$ cat src/mips_pkg.sv
package mips_pkg;

    // data word, also used for byte addresses
    typedef logic [31:0] word_t;

    // gpr number, rs / rt / rd fields
    typedef logic [4:0] creg_addr_t;

    // byte write enables on the wb trace
    typedef logic [3:0] rwen_t;

    // alu function select
    typedef enum logic [2:0] {
        ALU_ADD,
        ALU_SUB,
        ALU_AND,
        ALU_OR,
        ALU_SLT,
        ALU_LUI
    } alu_op_t;

    // multicycle sequencer, one instruction in flight
    typedef enum logic [1:0] {
        S_FETCH,
        S_EXECUTE,
        S_MEMORY,
        S_WRITEBACK
    } cpu_state_t;

    // primary opcode, instr[31:26]
    localparam logic [5:0] OP_SPECIAL = 6'h00;
    localparam logic [5:0] OP_J       = 6'h02;
    localparam logic [5:0] OP_BEQ     = 6'h04;
    localparam logic [5:0] OP_BNE     = 6'h05;
    localparam logic [5:0] OP_ADDIU   = 6'h09;
    localparam logic [5:0] OP_LUI     = 6'h0f;
    localparam logic [5:0] OP_LW      = 6'h23;
    localparam logic [5:0] OP_SW      = 6'h2b;

    // funct under OP_SPECIAL, instr[5:0]
    localparam logic [5:0] FN_ADDU    = 6'h21;
    localparam logic [5:0] FN_SUBU    = 6'h23;
    localparam logic [5:0] FN_AND     = 6'h24;
    localparam logic [5:0] FN_OR      = 6'h25;
    localparam logic [5:0] FN_SLT     = 6'h2a;

endpackage

$ cat src/handshake.sv
`timescale 1ns/100ps

module handshake (
    input  logic clk,
    input  logic rst_n,
    input  logic cpu_req,
    input  logic addr_ok,
    input  logic data_ok,
    output logic req,
    output logic cpu_data_ok
);

    // idle: address phase open, wait: address taken, data pending
    typedef enum logic {
        HS_IDLE,
        HS_WAIT
    } hs_state_t;

    hs_state_t state;
    hs_state_t state_next;

    // request passes straight through from idle only
    // held low in wait so a level cpu_req cannot start a second transfer
    assign req = (state == HS_IDLE) && cpu_req;

    // data_ok normally lands in wait
    // a fast slave may also answer in the addr_ok cycle
    assign cpu_data_ok = data_ok && ((state == HS_WAIT) || (req && addr_ok));

    always_comb begin
        state_next = state;
        case (state)
            HS_IDLE: begin
                // address accepted, data still to come
                if (req && addr_ok && !data_ok) begin
                    state_next = HS_WAIT;
                end
            end
            HS_WAIT: begin
                // transfer done, back to accepting requests
                if (data_ok) begin
                    state_next = HS_IDLE;
                end
            end
        endcase
    end

    always_ff @(posedge clk or negedge rst_n) begin
        if (!rst_n) begin
            state <= HS_IDLE;
        end else begin
            state <= state_next;
        end
    end

endmodule

$ cat src/regfile.sv
`timescale 1ns/100ps

module regfile (
    input  logic                 clk,
    input  logic                 rst_n,
    input  mips_pkg::creg_addr_t ra1,
    input  mips_pkg::creg_addr_t ra2,
    input  logic                 we,
    input  mips_pkg::creg_addr_t wa,
    input  mips_pkg::word_t      wd,
    output mips_pkg::word_t      rd1,
    output mips_pkg::word_t      rd2
);

    // $1..$31 only, $0 has no storage
    mips_pkg::word_t regs [1:31];

    // async read ports
    // $0 always reads zero
    assign rd1 = (ra1 == 5'd0) ? '0 : regs[ra1];
    assign rd2 = (ra2 == 5'd0) ? '0 : regs[ra2];

    always_ff @(posedge clk or negedge rst_n) begin
        if (!rst_n) begin
            for (int i = 1; i < 32; i++) begin
                regs[i] <= '0;
            end
        end else if (we && (wa != 5'd0)) begin
            // writes to $0 dropped
            regs[wa] <= wd;
        end
    end

endmodule

$ cat src/alu.sv
`timescale 1ns/100ps

module alu (
    input  mips_pkg::alu_op_t op,
    input  mips_pkg::word_t   a,
    input  mips_pkg::word_t   b,
    output mips_pkg::word_t   y,
    output logic              zero
);

    logic lt;

    // signed compare for slt
    assign lt = $signed(a) < $signed(b);

    always_comb begin
        case (op)
            // addu / addiu / lw / sw address, no overflow trap
            mips_pkg::ALU_ADD: y = a + b;
            mips_pkg::ALU_SUB: y = a - b;
            mips_pkg::ALU_AND: y = a & b;
            mips_pkg::ALU_OR:  y = a | b;
            mips_pkg::ALU_SLT: y = {31'b0, lt};
            // immediate into upper half, b carries the raw imm
            mips_pkg::ALU_LUI: y = {b[15:0], 16'h0000};
            default:           y = '0;
        endcase
    end

    // equality flag for beq / bne
    assign zero = (a == b);

endmodule

$ cat src/decoder.sv
`timescale 1ns/100ps

module decoder (
    input  mips_pkg::word_t   instr,
    output mips_pkg::alu_op_t alu_op,
    output logic              use_imm,
    output logic              sign_ext,
    output logic              rf_we,
    output logic              dst_rt,
    output logic              mem_read,
    output logic              mem_write,
    output logic              branch_eq,
    output logic              branch_ne,
    output logic              jump
);

    logic [5:0] opcode;
    logic [5:0] funct;

    assign opcode = instr[31:26];
    assign funct  = instr[5:0];

    always_comb begin
        // unknown encodings fall through as a nop
        alu_op    = mips_pkg::ALU_ADD;
        use_imm   = 1'b0;
        sign_ext  = 1'b0;
        rf_we     = 1'b0;
        dst_rt    = 1'b0;
        mem_read  = 1'b0;
        mem_write = 1'b0;
        branch_eq = 1'b0;
        branch_ne = 1'b0;
        jump      = 1'b0;
        case (opcode)
            mips_pkg::OP_SPECIAL: begin
                // r-type, dest in rd
                rf_we = 1'b1;
                case (funct)
                    mips_pkg::FN_ADDU: alu_op = mips_pkg::ALU_ADD;
                    mips_pkg::FN_SUBU: alu_op = mips_pkg::ALU_SUB;
                    mips_pkg::FN_AND:  alu_op = mips_pkg::ALU_AND;
                    mips_pkg::FN_OR:   alu_op = mips_pkg::ALU_OR;
                    mips_pkg::FN_SLT:  alu_op = mips_pkg::ALU_SLT;
                    // sll $0 style nops and the rest
                    default:           rf_we  = 1'b0;
                endcase
            end
            mips_pkg::OP_ADDIU: begin
                use_imm  = 1'b1;
                sign_ext = 1'b1;
                rf_we    = 1'b1;
                dst_rt   = 1'b1;
            end
            mips_pkg::OP_LUI: begin
                // zero-extended imm, alu shifts it up
                alu_op  = mips_pkg::ALU_LUI;
                use_imm = 1'b1;
                rf_we   = 1'b1;
                dst_rt  = 1'b1;
            end
            mips_pkg::OP_LW: begin
                use_imm  = 1'b1;
                sign_ext = 1'b1;
                rf_we    = 1'b1;
                dst_rt   = 1'b1;
                mem_read = 1'b1;
            end
            mips_pkg::OP_SW: begin
                use_imm   = 1'b1;
                sign_ext  = 1'b1;
                mem_write = 1'b1;
            end
            // branches compare rs against rt
            mips_pkg::OP_BEQ: begin
                alu_op    = mips_pkg::ALU_SUB;
                branch_eq = 1'b1;
            end
            mips_pkg::OP_BNE: begin
                alu_op    = mips_pkg::ALU_SUB;
                branch_ne = 1'b1;
            end
            mips_pkg::OP_J: jump = 1'b1;
            default: ;
        endcase
    end

endmodule

$ cat src/datapath.sv
`timescale 1ns/100ps

module datapath (
    input  logic                 clk,
    input  logic                 rst_n,
    input  mips_pkg::word_t      instr,
    input  mips_pkg::word_t      rd,
    input  logic                 i_data_ok,
    input  logic                 d_data_ok,
    output mips_pkg::word_t      pc,
    output logic                 i_req,
    output logic                 d_req,
    output logic                 d_wr,
    output mips_pkg::word_t      d_addr,
    output mips_pkg::word_t      d_wdata,
    output mips_pkg::word_t      wb_pc,
    output mips_pkg::rwen_t      wb_wen,
    output mips_pkg::creg_addr_t wb_wnum,
    output mips_pkg::word_t      wb_wdata
);

    // boot rom entry
    localparam mips_pkg::word_t RESET_PC = 32'hbfc0_0000;

    mips_pkg::cpu_state_t state;
    logic                 started;
    mips_pkg::word_t      pc_q;
    mips_pkg::word_t      npc_q;
    mips_pkg::word_t      ir;
    mips_pkg::word_t      alu_q;
    mips_pkg::word_t      load_q;

    mips_pkg::alu_op_t    alu_op;
    logic                 use_imm;
    logic                 sign_ext;
    logic                 rf_we;
    logic                 dst_rt;
    logic                 mem_read;
    logic                 mem_write;
    logic                 branch_eq;
    logic                 branch_ne;
    logic                 jump;

    mips_pkg::word_t      rs_val;
    mips_pkg::word_t      rt_val;
    mips_pkg::word_t      imm_ext;
    mips_pkg::word_t      alu_b;
    mips_pkg::word_t      alu_y;
    logic                 alu_zero;
    mips_pkg::word_t      pc_plus4;
    mips_pkg::word_t      br_target;
    mips_pkg::word_t      j_target;
    mips_pkg::word_t      next_pc;
    logic                 taken;
    logic                 in_wb;

    // controls come from the latched instruction
    decoder decoder (
        .instr(ir), .alu_op, .use_imm, .sign_ext, .rf_we, .dst_rt,
        .mem_read, .mem_write, .branch_eq, .branch_ne, .jump
    );

    // operands stay valid from execute to writeback, ir and regs are frozen
    regfile regfile (
        .clk, .rst_n,
        .ra1(ir[25:21]), .ra2(ir[20:16]),
        .we(in_wb && rf_we), .wa(wb_wnum), .wd(wb_wdata),
        .rd1(rs_val), .rd2(rt_val)
    );

    assign imm_ext = sign_ext ? {{16{ir[15]}}, ir[15:0]} : {16'h0000, ir[15:0]};
    assign alu_b   = use_imm ? imm_ext : rt_val;

    alu alu (.op(alu_op), .a(rs_val), .b(alu_b), .y(alu_y), .zero(alu_zero));

    // no delay slot, targets relative to pc+4
    assign pc_plus4  = pc_q + 32'd4;
    assign br_target = pc_plus4 + {{14{ir[15]}}, ir[15:0], 2'b00};
    assign j_target  = {pc_plus4[31:28], ir[25:0], 2'b00};
    assign taken     = (branch_eq && alu_zero) || (branch_ne && !alu_zero);

    always_comb begin
        if (jump) begin
            next_pc = j_target;
        end else if (taken) begin
            next_pc = br_target;
        end else begin
            next_pc = pc_plus4;
        end
    end

    // sequencer
    always_ff @(posedge clk or negedge rst_n) begin
        if (!rst_n) begin
            state   <= mips_pkg::S_FETCH;
            started <= 1'b0;
            pc_q    <= RESET_PC;
        end else begin
            // first fetch request one cycle after reset release
            started <= 1'b1;
            case (state)
                mips_pkg::S_FETCH: begin
                    if (i_data_ok) begin
                        state <= mips_pkg::S_EXECUTE;
                    end
                end
                mips_pkg::S_EXECUTE: begin
                    // only lw / sw touch the data bus
                    if (mem_read || mem_write) begin
                        state <= mips_pkg::S_MEMORY;
                    end else begin
                        state <= mips_pkg::S_WRITEBACK;
                    end
                end
                mips_pkg::S_MEMORY: begin
                    if (d_data_ok) begin
                        state <= mips_pkg::S_WRITEBACK;
                    end
                end
                mips_pkg::S_WRITEBACK: begin
                    state <= mips_pkg::S_FETCH;
                    pc_q  <= npc_q;
                end
            endcase
        end
    end

    // payload capture
    always_ff @(posedge clk) begin
        if ((state == mips_pkg::S_FETCH) && i_data_ok) begin
            ir <= instr;
        end
        if (state == mips_pkg::S_EXECUTE) begin
            alu_q <= alu_y;
            npc_q <= next_pc;
        end
        // rdata valid only in the data_ok cycle
        if ((state == mips_pkg::S_MEMORY) && d_data_ok) begin
            load_q <= rd;
        end
    end

    // bus requests, held as levels while waiting
    assign pc      = pc_q;
    assign i_req   = started && (state == mips_pkg::S_FETCH);
    assign d_req   = (state == mips_pkg::S_MEMORY);
    assign d_wr    = (state == mips_pkg::S_MEMORY) && mem_write;
    assign d_addr  = alu_q;
    assign d_wdata = rt_val;

    // wb trace
    assign in_wb    = (state == mips_pkg::S_WRITEBACK);
    assign wb_pc    = pc_q;
    assign wb_wnum  = dst_rt ? ir[20:16] : ir[15:11];
    assign wb_wdata = mem_read ? load_q : alu_q;
    // $0 writes are invisible on the trace
    assign wb_wen   = {4{in_wb && rf_we && (wb_wnum != 5'd0)}};

endmodule

$ cat src/mycpu.sv
`timescale 1ns/100ps

module mycpu (
    input  logic                 clk,
    input  logic                 rst_n,

    output logic                 inst_req,
    output logic                 data_req,
    output logic                 inst_wr,
    output logic                 data_wr,
    output logic [1:0]           inst_size,
    output logic [1:0]           data_size,
    output mips_pkg::word_t      inst_addr,
    output mips_pkg::word_t      data_addr,
    output mips_pkg::word_t      inst_wdata,
    output mips_pkg::word_t      data_wdata,
    input  mips_pkg::word_t      inst_rdata,
    input  mips_pkg::word_t      data_rdata,
    input  logic                 inst_addr_ok,
    input  logic                 data_addr_ok,
    input  logic                 inst_data_ok,
    input  logic                 data_data_ok,

    // write-back trace
    output mips_pkg::word_t      debug_wb_pc,
    output mips_pkg::rwen_t      debug_wb_rf_wen,
    output mips_pkg::creg_addr_t debug_wb_rf_wnum,
    output mips_pkg::word_t      debug_wb_rf_wdata
);

    logic i_req;
    logic d_req;
    logic i_data_ok;
    logic d_data_ok;

    datapath datapath (
        .clk, .rst_n,
        .instr(inst_rdata), .rd(data_rdata),
        .i_data_ok, .d_data_ok,
        .pc(inst_addr), .i_req, .d_req,
        .d_wr(data_wr), .d_addr(data_addr), .d_wdata(data_wdata),
        .wb_pc(debug_wb_pc), .wb_wen(debug_wb_rf_wen),
        .wb_wnum(debug_wb_rf_wnum), .wb_wdata(debug_wb_rf_wdata)
    );

    // instruction side, read-only word fetches
    assign inst_wr    = 1'b0;
    assign inst_size  = 2'b10;
    assign inst_wdata = '0;

    // word-only loads and stores
    assign data_size  = 2'b10;

    handshake i_handshake (
        .clk, .rst_n, .cpu_req(i_req),
        .addr_ok(inst_addr_ok), .data_ok(inst_data_ok),
        .req(inst_req), .cpu_data_ok(i_data_ok)
    );

    handshake d_handshake (
        .clk, .rst_n, .cpu_req(d_req),
        .addr_ok(data_addr_ok), .data_ok(data_data_ok),
        .req(data_req), .cpu_data_ok(d_data_ok)
    );

endmodule

$ cat config.mk
export PLATFORM = sky130hd
export DESIGN_NAME = mycpu
export DESIGN_NICKNAME = d
export VERILOG_FILES = /design/src/mips_pkg.sv /design/src/handshake.sv /design/src/regfile.sv /design/src/alu.sv /design/src/decoder.sv /design/src/datapath.sv /design/src/mycpu.sv
export SDC_FILE = /design/constraint.sdc
export NUM_CORES = 2
export LEC_CHECK = 0
export BUFFER_PORTS_ARGS = -buffer_cell sky130_fd_sc_hd__buf_2
export CORE_MARGIN = 1.5
export CORE_UTILIZATION = 60
export CTS_BUF_LIST = sky130_fd_sc_hd__clkbuf_8
export CTS_CLUSTER_DIAMETER = 80
export DETAILED_ROUTE_END_ITERATION = 6
export HOLD_SLACK_MARGIN = 0.06
export PLACE_DENSITY = 0.87
export RECOVER_POWER = 100
export SLEW_MARGIN = 10
export SYNTH_ARGS = -nofsm -noshare
export SYNTH_HDL_FRONTEND = slang
export SYNTH_SLANG_ARGS = --single-unit
$ cat constraint.sdc
create_clock -name clk -period 12.85 [get_ports clk]
set_input_delay 0.6425 -clock clk [delete_from_list [all_inputs] [get_ports clk]]
set_output_delay 0.6425 -clock clk [all_outputs]
set_load 0.02 [all_outputs]
==> impl_metrics.env <==
export IMPL_fin_setup_tns_ns=0
export IMPL_synth_xor_area_share_pct=0.7830
export IMPL_grt_pass1_wl_um=333200
export IMPL_io_pins=279
export IMPL_clk_pin_slew_ns=0.07
export IMPL_r2r_end="datapath.regfile.regs[817]"
export IMPL_synth_top_area_share_pct=39.34
export IMPL_critical_path_required_ns=13.62
export IMPL_cap_violations=78
export IMPL_syn_area_um2=64880
export IMPL_end_kind="flop"
export IMPL_cts_buffers=179
export IMPL_grt_pass1_vias=54790
export IMPL_ir_drop_mv=0.1050
export IMPL_clock_sinks=1157
export IMPL_drt_wirelength_per_cell_um=29.80
export IMPL_min_period_over_period_pct=83.18
export IMPL_hold_path_class="input port to flop"
export IMPL_p_leak_nw=30.94
export IMPL_violations="DRC, capacitance limit, slew limit"
export IMPL_postSynthCellCount=5850
export IMPL_r2r_slack_ns=2.16
export IMPL_drive_gt1_share_pct=19.15
export IMPL_first_iter_violations=7503
export IMPL_io_buffers=241
export IMPL_drtAntennaViolNets=0
export IMPL_setup_violations=0
export IMPL_grt_usage_pct=40.49
export IMPL_fin_area_um2=70500
export IMPL_placed_cells=7053
export IMPL_clockRootBuffer="clkbuf_8"
export IMPL_cp_slowest_cell="clkbuf_1"
export IMPL_final_common_cell="dfrtp_1"
export IMPL_setup_slack_ns=2.161
export IMPL_r2r_start="datapath.ir[17]"
export IMPL_maxSlewHeadroom_pct=-242.3
export IMPL_synth_top_area_cell="dfrtp_1"
export IMPL_clock_path_buffers=3
export IMPL_synthDistinctLibCells=79
export IMPL_post_dp_hpwl_um=129500
export IMPL_first_pass_iters=7
export IMPL_antenna_found_initial=11
export IMPL_yosys_register_bits=1157
export IMPL_place_area_um2=66810
export IMPL_synth_compound_area_share_pct=12.99
export IMPL_outcome="finished, violations left"
export IMPL_holdPathStages=2
export IMPL_routed_wl_um=222000
export IMPL_grt_ovfl_total=0
export IMPL_die_w_um=331.8
export IMPL_synthMuxAreaShare_pct=23.81
export IMPL_core_area_um2=107200
export IMPL_die_area_um2=110100
export IMPL_avgSynthCellArea_um2=11.09
export IMPL_startpoint_type="flop"
export IMPL_synth_top_family_by_area="multiplexers"
export IMPL_async_reset_ff_share_pct=88.94
export IMPL_skew_ns=0.06709
export IMPL_cts_repair_resized=0
export IMPL_hold_start="inst_rdata[10]"
export IMPL_cellPowerDensity_nw_per_um2=142.7
export IMPL_grt_max_degree=173
export IMPL_yosysSeqAreaShare_pct=45.63
export IMPL_drc=3
export IMPL_finalCriticalPeriod_ns=10.69
export IMPL_worst_slew_pin_transition_ns=5.135
export IMPL_ys_top_cells_by_area="dfrtp_1 39%, mux4_2 20%, edfxtp_1 5.9%"
export IMPL_crit_type="flop to flop"
export IMPL_crit_path_max_fanout=140
export IMPL_synth_ff_type="dfrtp_1"
export IMPL_cts_tree="done"
export IMPL_hold_violations=0
export IMPL_rows=120
export IMPL_drv_slew=3379
export IMPL_fmax_mhz=93.55
export IMPL_viasPerCell=7.163
export IMPL_vias=53360
export IMPL_synth_edf_count=128
export IMPL_rsz0062_at_grt="false"
export IMPL_p_total_w=0.01006
export IMPL_crit_arrival_ns=11.46
export IMPL_clk_latency_ns=0.93
export IMPL_worstHoldEndpoint="datapath.ir[10]"
export IMPL_critPathMaxStageDelay_ns=2.93
export IMPL_stdcell_count=7450
export IMPL_gp_congestion=1.006
export IMPL_layout_nets=6103
export IMPL_final_cell_mix="1020 x dfrtp_1, 683 x nand2_1, 660 x o21ai_0"
export IMPL_cts_htree_levels=4
export IMPL_worstRegToRegCells=10
export IMPL_dp_slack_ns=5.056
export IMPL_initial_core_util_pct=60.52
export IMPL_crit_chain="buf_4 -> buf_12 -> clkbuf_1 -> mux2i_1 -> inv_1 -> nand2_1 -> nor2_1 -> clkbuf_1 -> nor2_1 -> a21oi_1"
export IMPL_syn_to_final_growth_pct=8.667
export IMPL_synthSimpleGateAreaFrac_pct=9.151
export IMPL_synthAdderAreaFrac_pct=2.600
export IMPL_fp_dieH_um=331.8
export IMPL_yosysWarnings=0
==> metal layers <==
layer / track usage [%] / vias to the layer above / share of wire (%)
li1: - / 21260 / -
met1: 49.36 / 26040 / 32
met2: 58.84 / 4646 / 43
met3: 15.01 / 1398 / 15
met4: 31.01 / 12 / 9.1
met5: 0 / - / 0.032
==> critical path: cells and delay by family (launching register included) <==
| kind | cells | cell delay (ns) |
|---|---|---|
| multiplexers | 1 | 0.59 |
| flip-flops | 1 | 0.33 |
| buffers and inverters | 5 | 6.82 |
| AO/OA/AOI/OAI | 1 | 0.29 |
| AND/OR/NAND/NOR | 3 | 2.20 |
==> report_power, final <==
part / switching (W) / internal [W]
sequential: 0.000288 / 0.00402
combinational: 0.00163 / 0.000807
clock: 0.00154 / 0.00178
total: 0.00346 / 0.00660
==> registers in the layout (all words and copies together) (netlist names) <==
name                   cells
datapath.started           1
i_handshake.state          1
datapath.npc_q            32
datapath.d_addr           32
datapath.state             2
d_handshake.state          1
datapath.regfile.regs    992
datapath.pc               32
datapath.load_q           32
datapath.ir               32
==> worst max-delay path by stage <==
stage                         start                         end  slack (ns)  cells after the start
finish              datapath.ir[17]  datapath.regfile.regs[817]        2.16                     10
CTS                 datapath.ir[17]         datapath.d_addr[25]        5.07                     19
detailed placement  datapath.ir[17]         datapath.d_addr[25]        5.06                     19
global placement    datapath.ir[17]          datapath.npc_q[31]        5.27                     17
global route                  rst_n  datapath.regfile.regs[405]        2.31                      5
floorplan           datapath.ir[16]         datapath.d_addr[28]        6.64                     19
==> timing repair <==
item,in CTS,in global routing
hold buffers,69,0
endpoints found under the hold margin,151,0
setup buffers,0,0
==> kinds of logic (layout without fill, tap and decap cells) <==
group | count (synthesis) | in the layout
compound gates | 1496 | 1496
xor+xnor | 58 | 58
fa+ha+maj | 133 | 133
buf+inv | 780 | 937
flops | 1157 | 1157
mux | 812 | 812
other cells | 2 | 42
simple gates | 1412 | 1412
==> metrics by stage <==
stage               util [%]  hold WS (ns)
global route           65.76        0.4424
global placement       62.32        0.4319
detailed placement     62.32        0.4425
CTS                    66.51        0.3736
finish                 65.76        0.4274
floorplan                  -        0.3469
==> Yosys cell counts, types with 7 or more instances <==
master / instances
o22ai_1: 32
o211ai_1: 9
o21ai_0: 659
o31ai_1: 7
inv_1: 189
nand4_1: 15
nor2_1: 533
dfrtp_1: 1020
a21oi_1: 533
or2_2: 9
a31oi_1: 12
buf_4: 73
edfxtp_1: 128
a22o_1: 65
a221oi_1: 13
o21a_1: 23
xor2_1: 21
buf_1: 54
mux4_2: 573
mux2_2: 122
nand3_1: 34
a21o_1: 23
dfstp_2: 9
ha_1: 130
clkbuf_1: 421
xnor2_1: 37
a211oi_1: 13
and3_1: 18
o221ai_1: 10
nand2b_1: 16
or3_1: 10
a221o_1: 7
a22oi_1: 17
nor2b_1: 20
buf_2: 43
mux2i_1: 117
and2_1: 12
o21bai_1: 16
nand2_1: 683
nor3_1: 20
nor4_4: 10
==> layout make-up <==
type / instances / area [um^2]
flip-flops and latches: 1157 / 29600
clock buffers: 225 / 3097
well taps: 1403 / 1755
inverters: 189 / 709.4
fillers: 7338 / 36700
diodes: 4 / 10.01
clock inverters: 99 / 704.4
repair buffers: 424 / 2425
multi-input cells: 3949 / 32190
(Power assumes the default switching activity.)
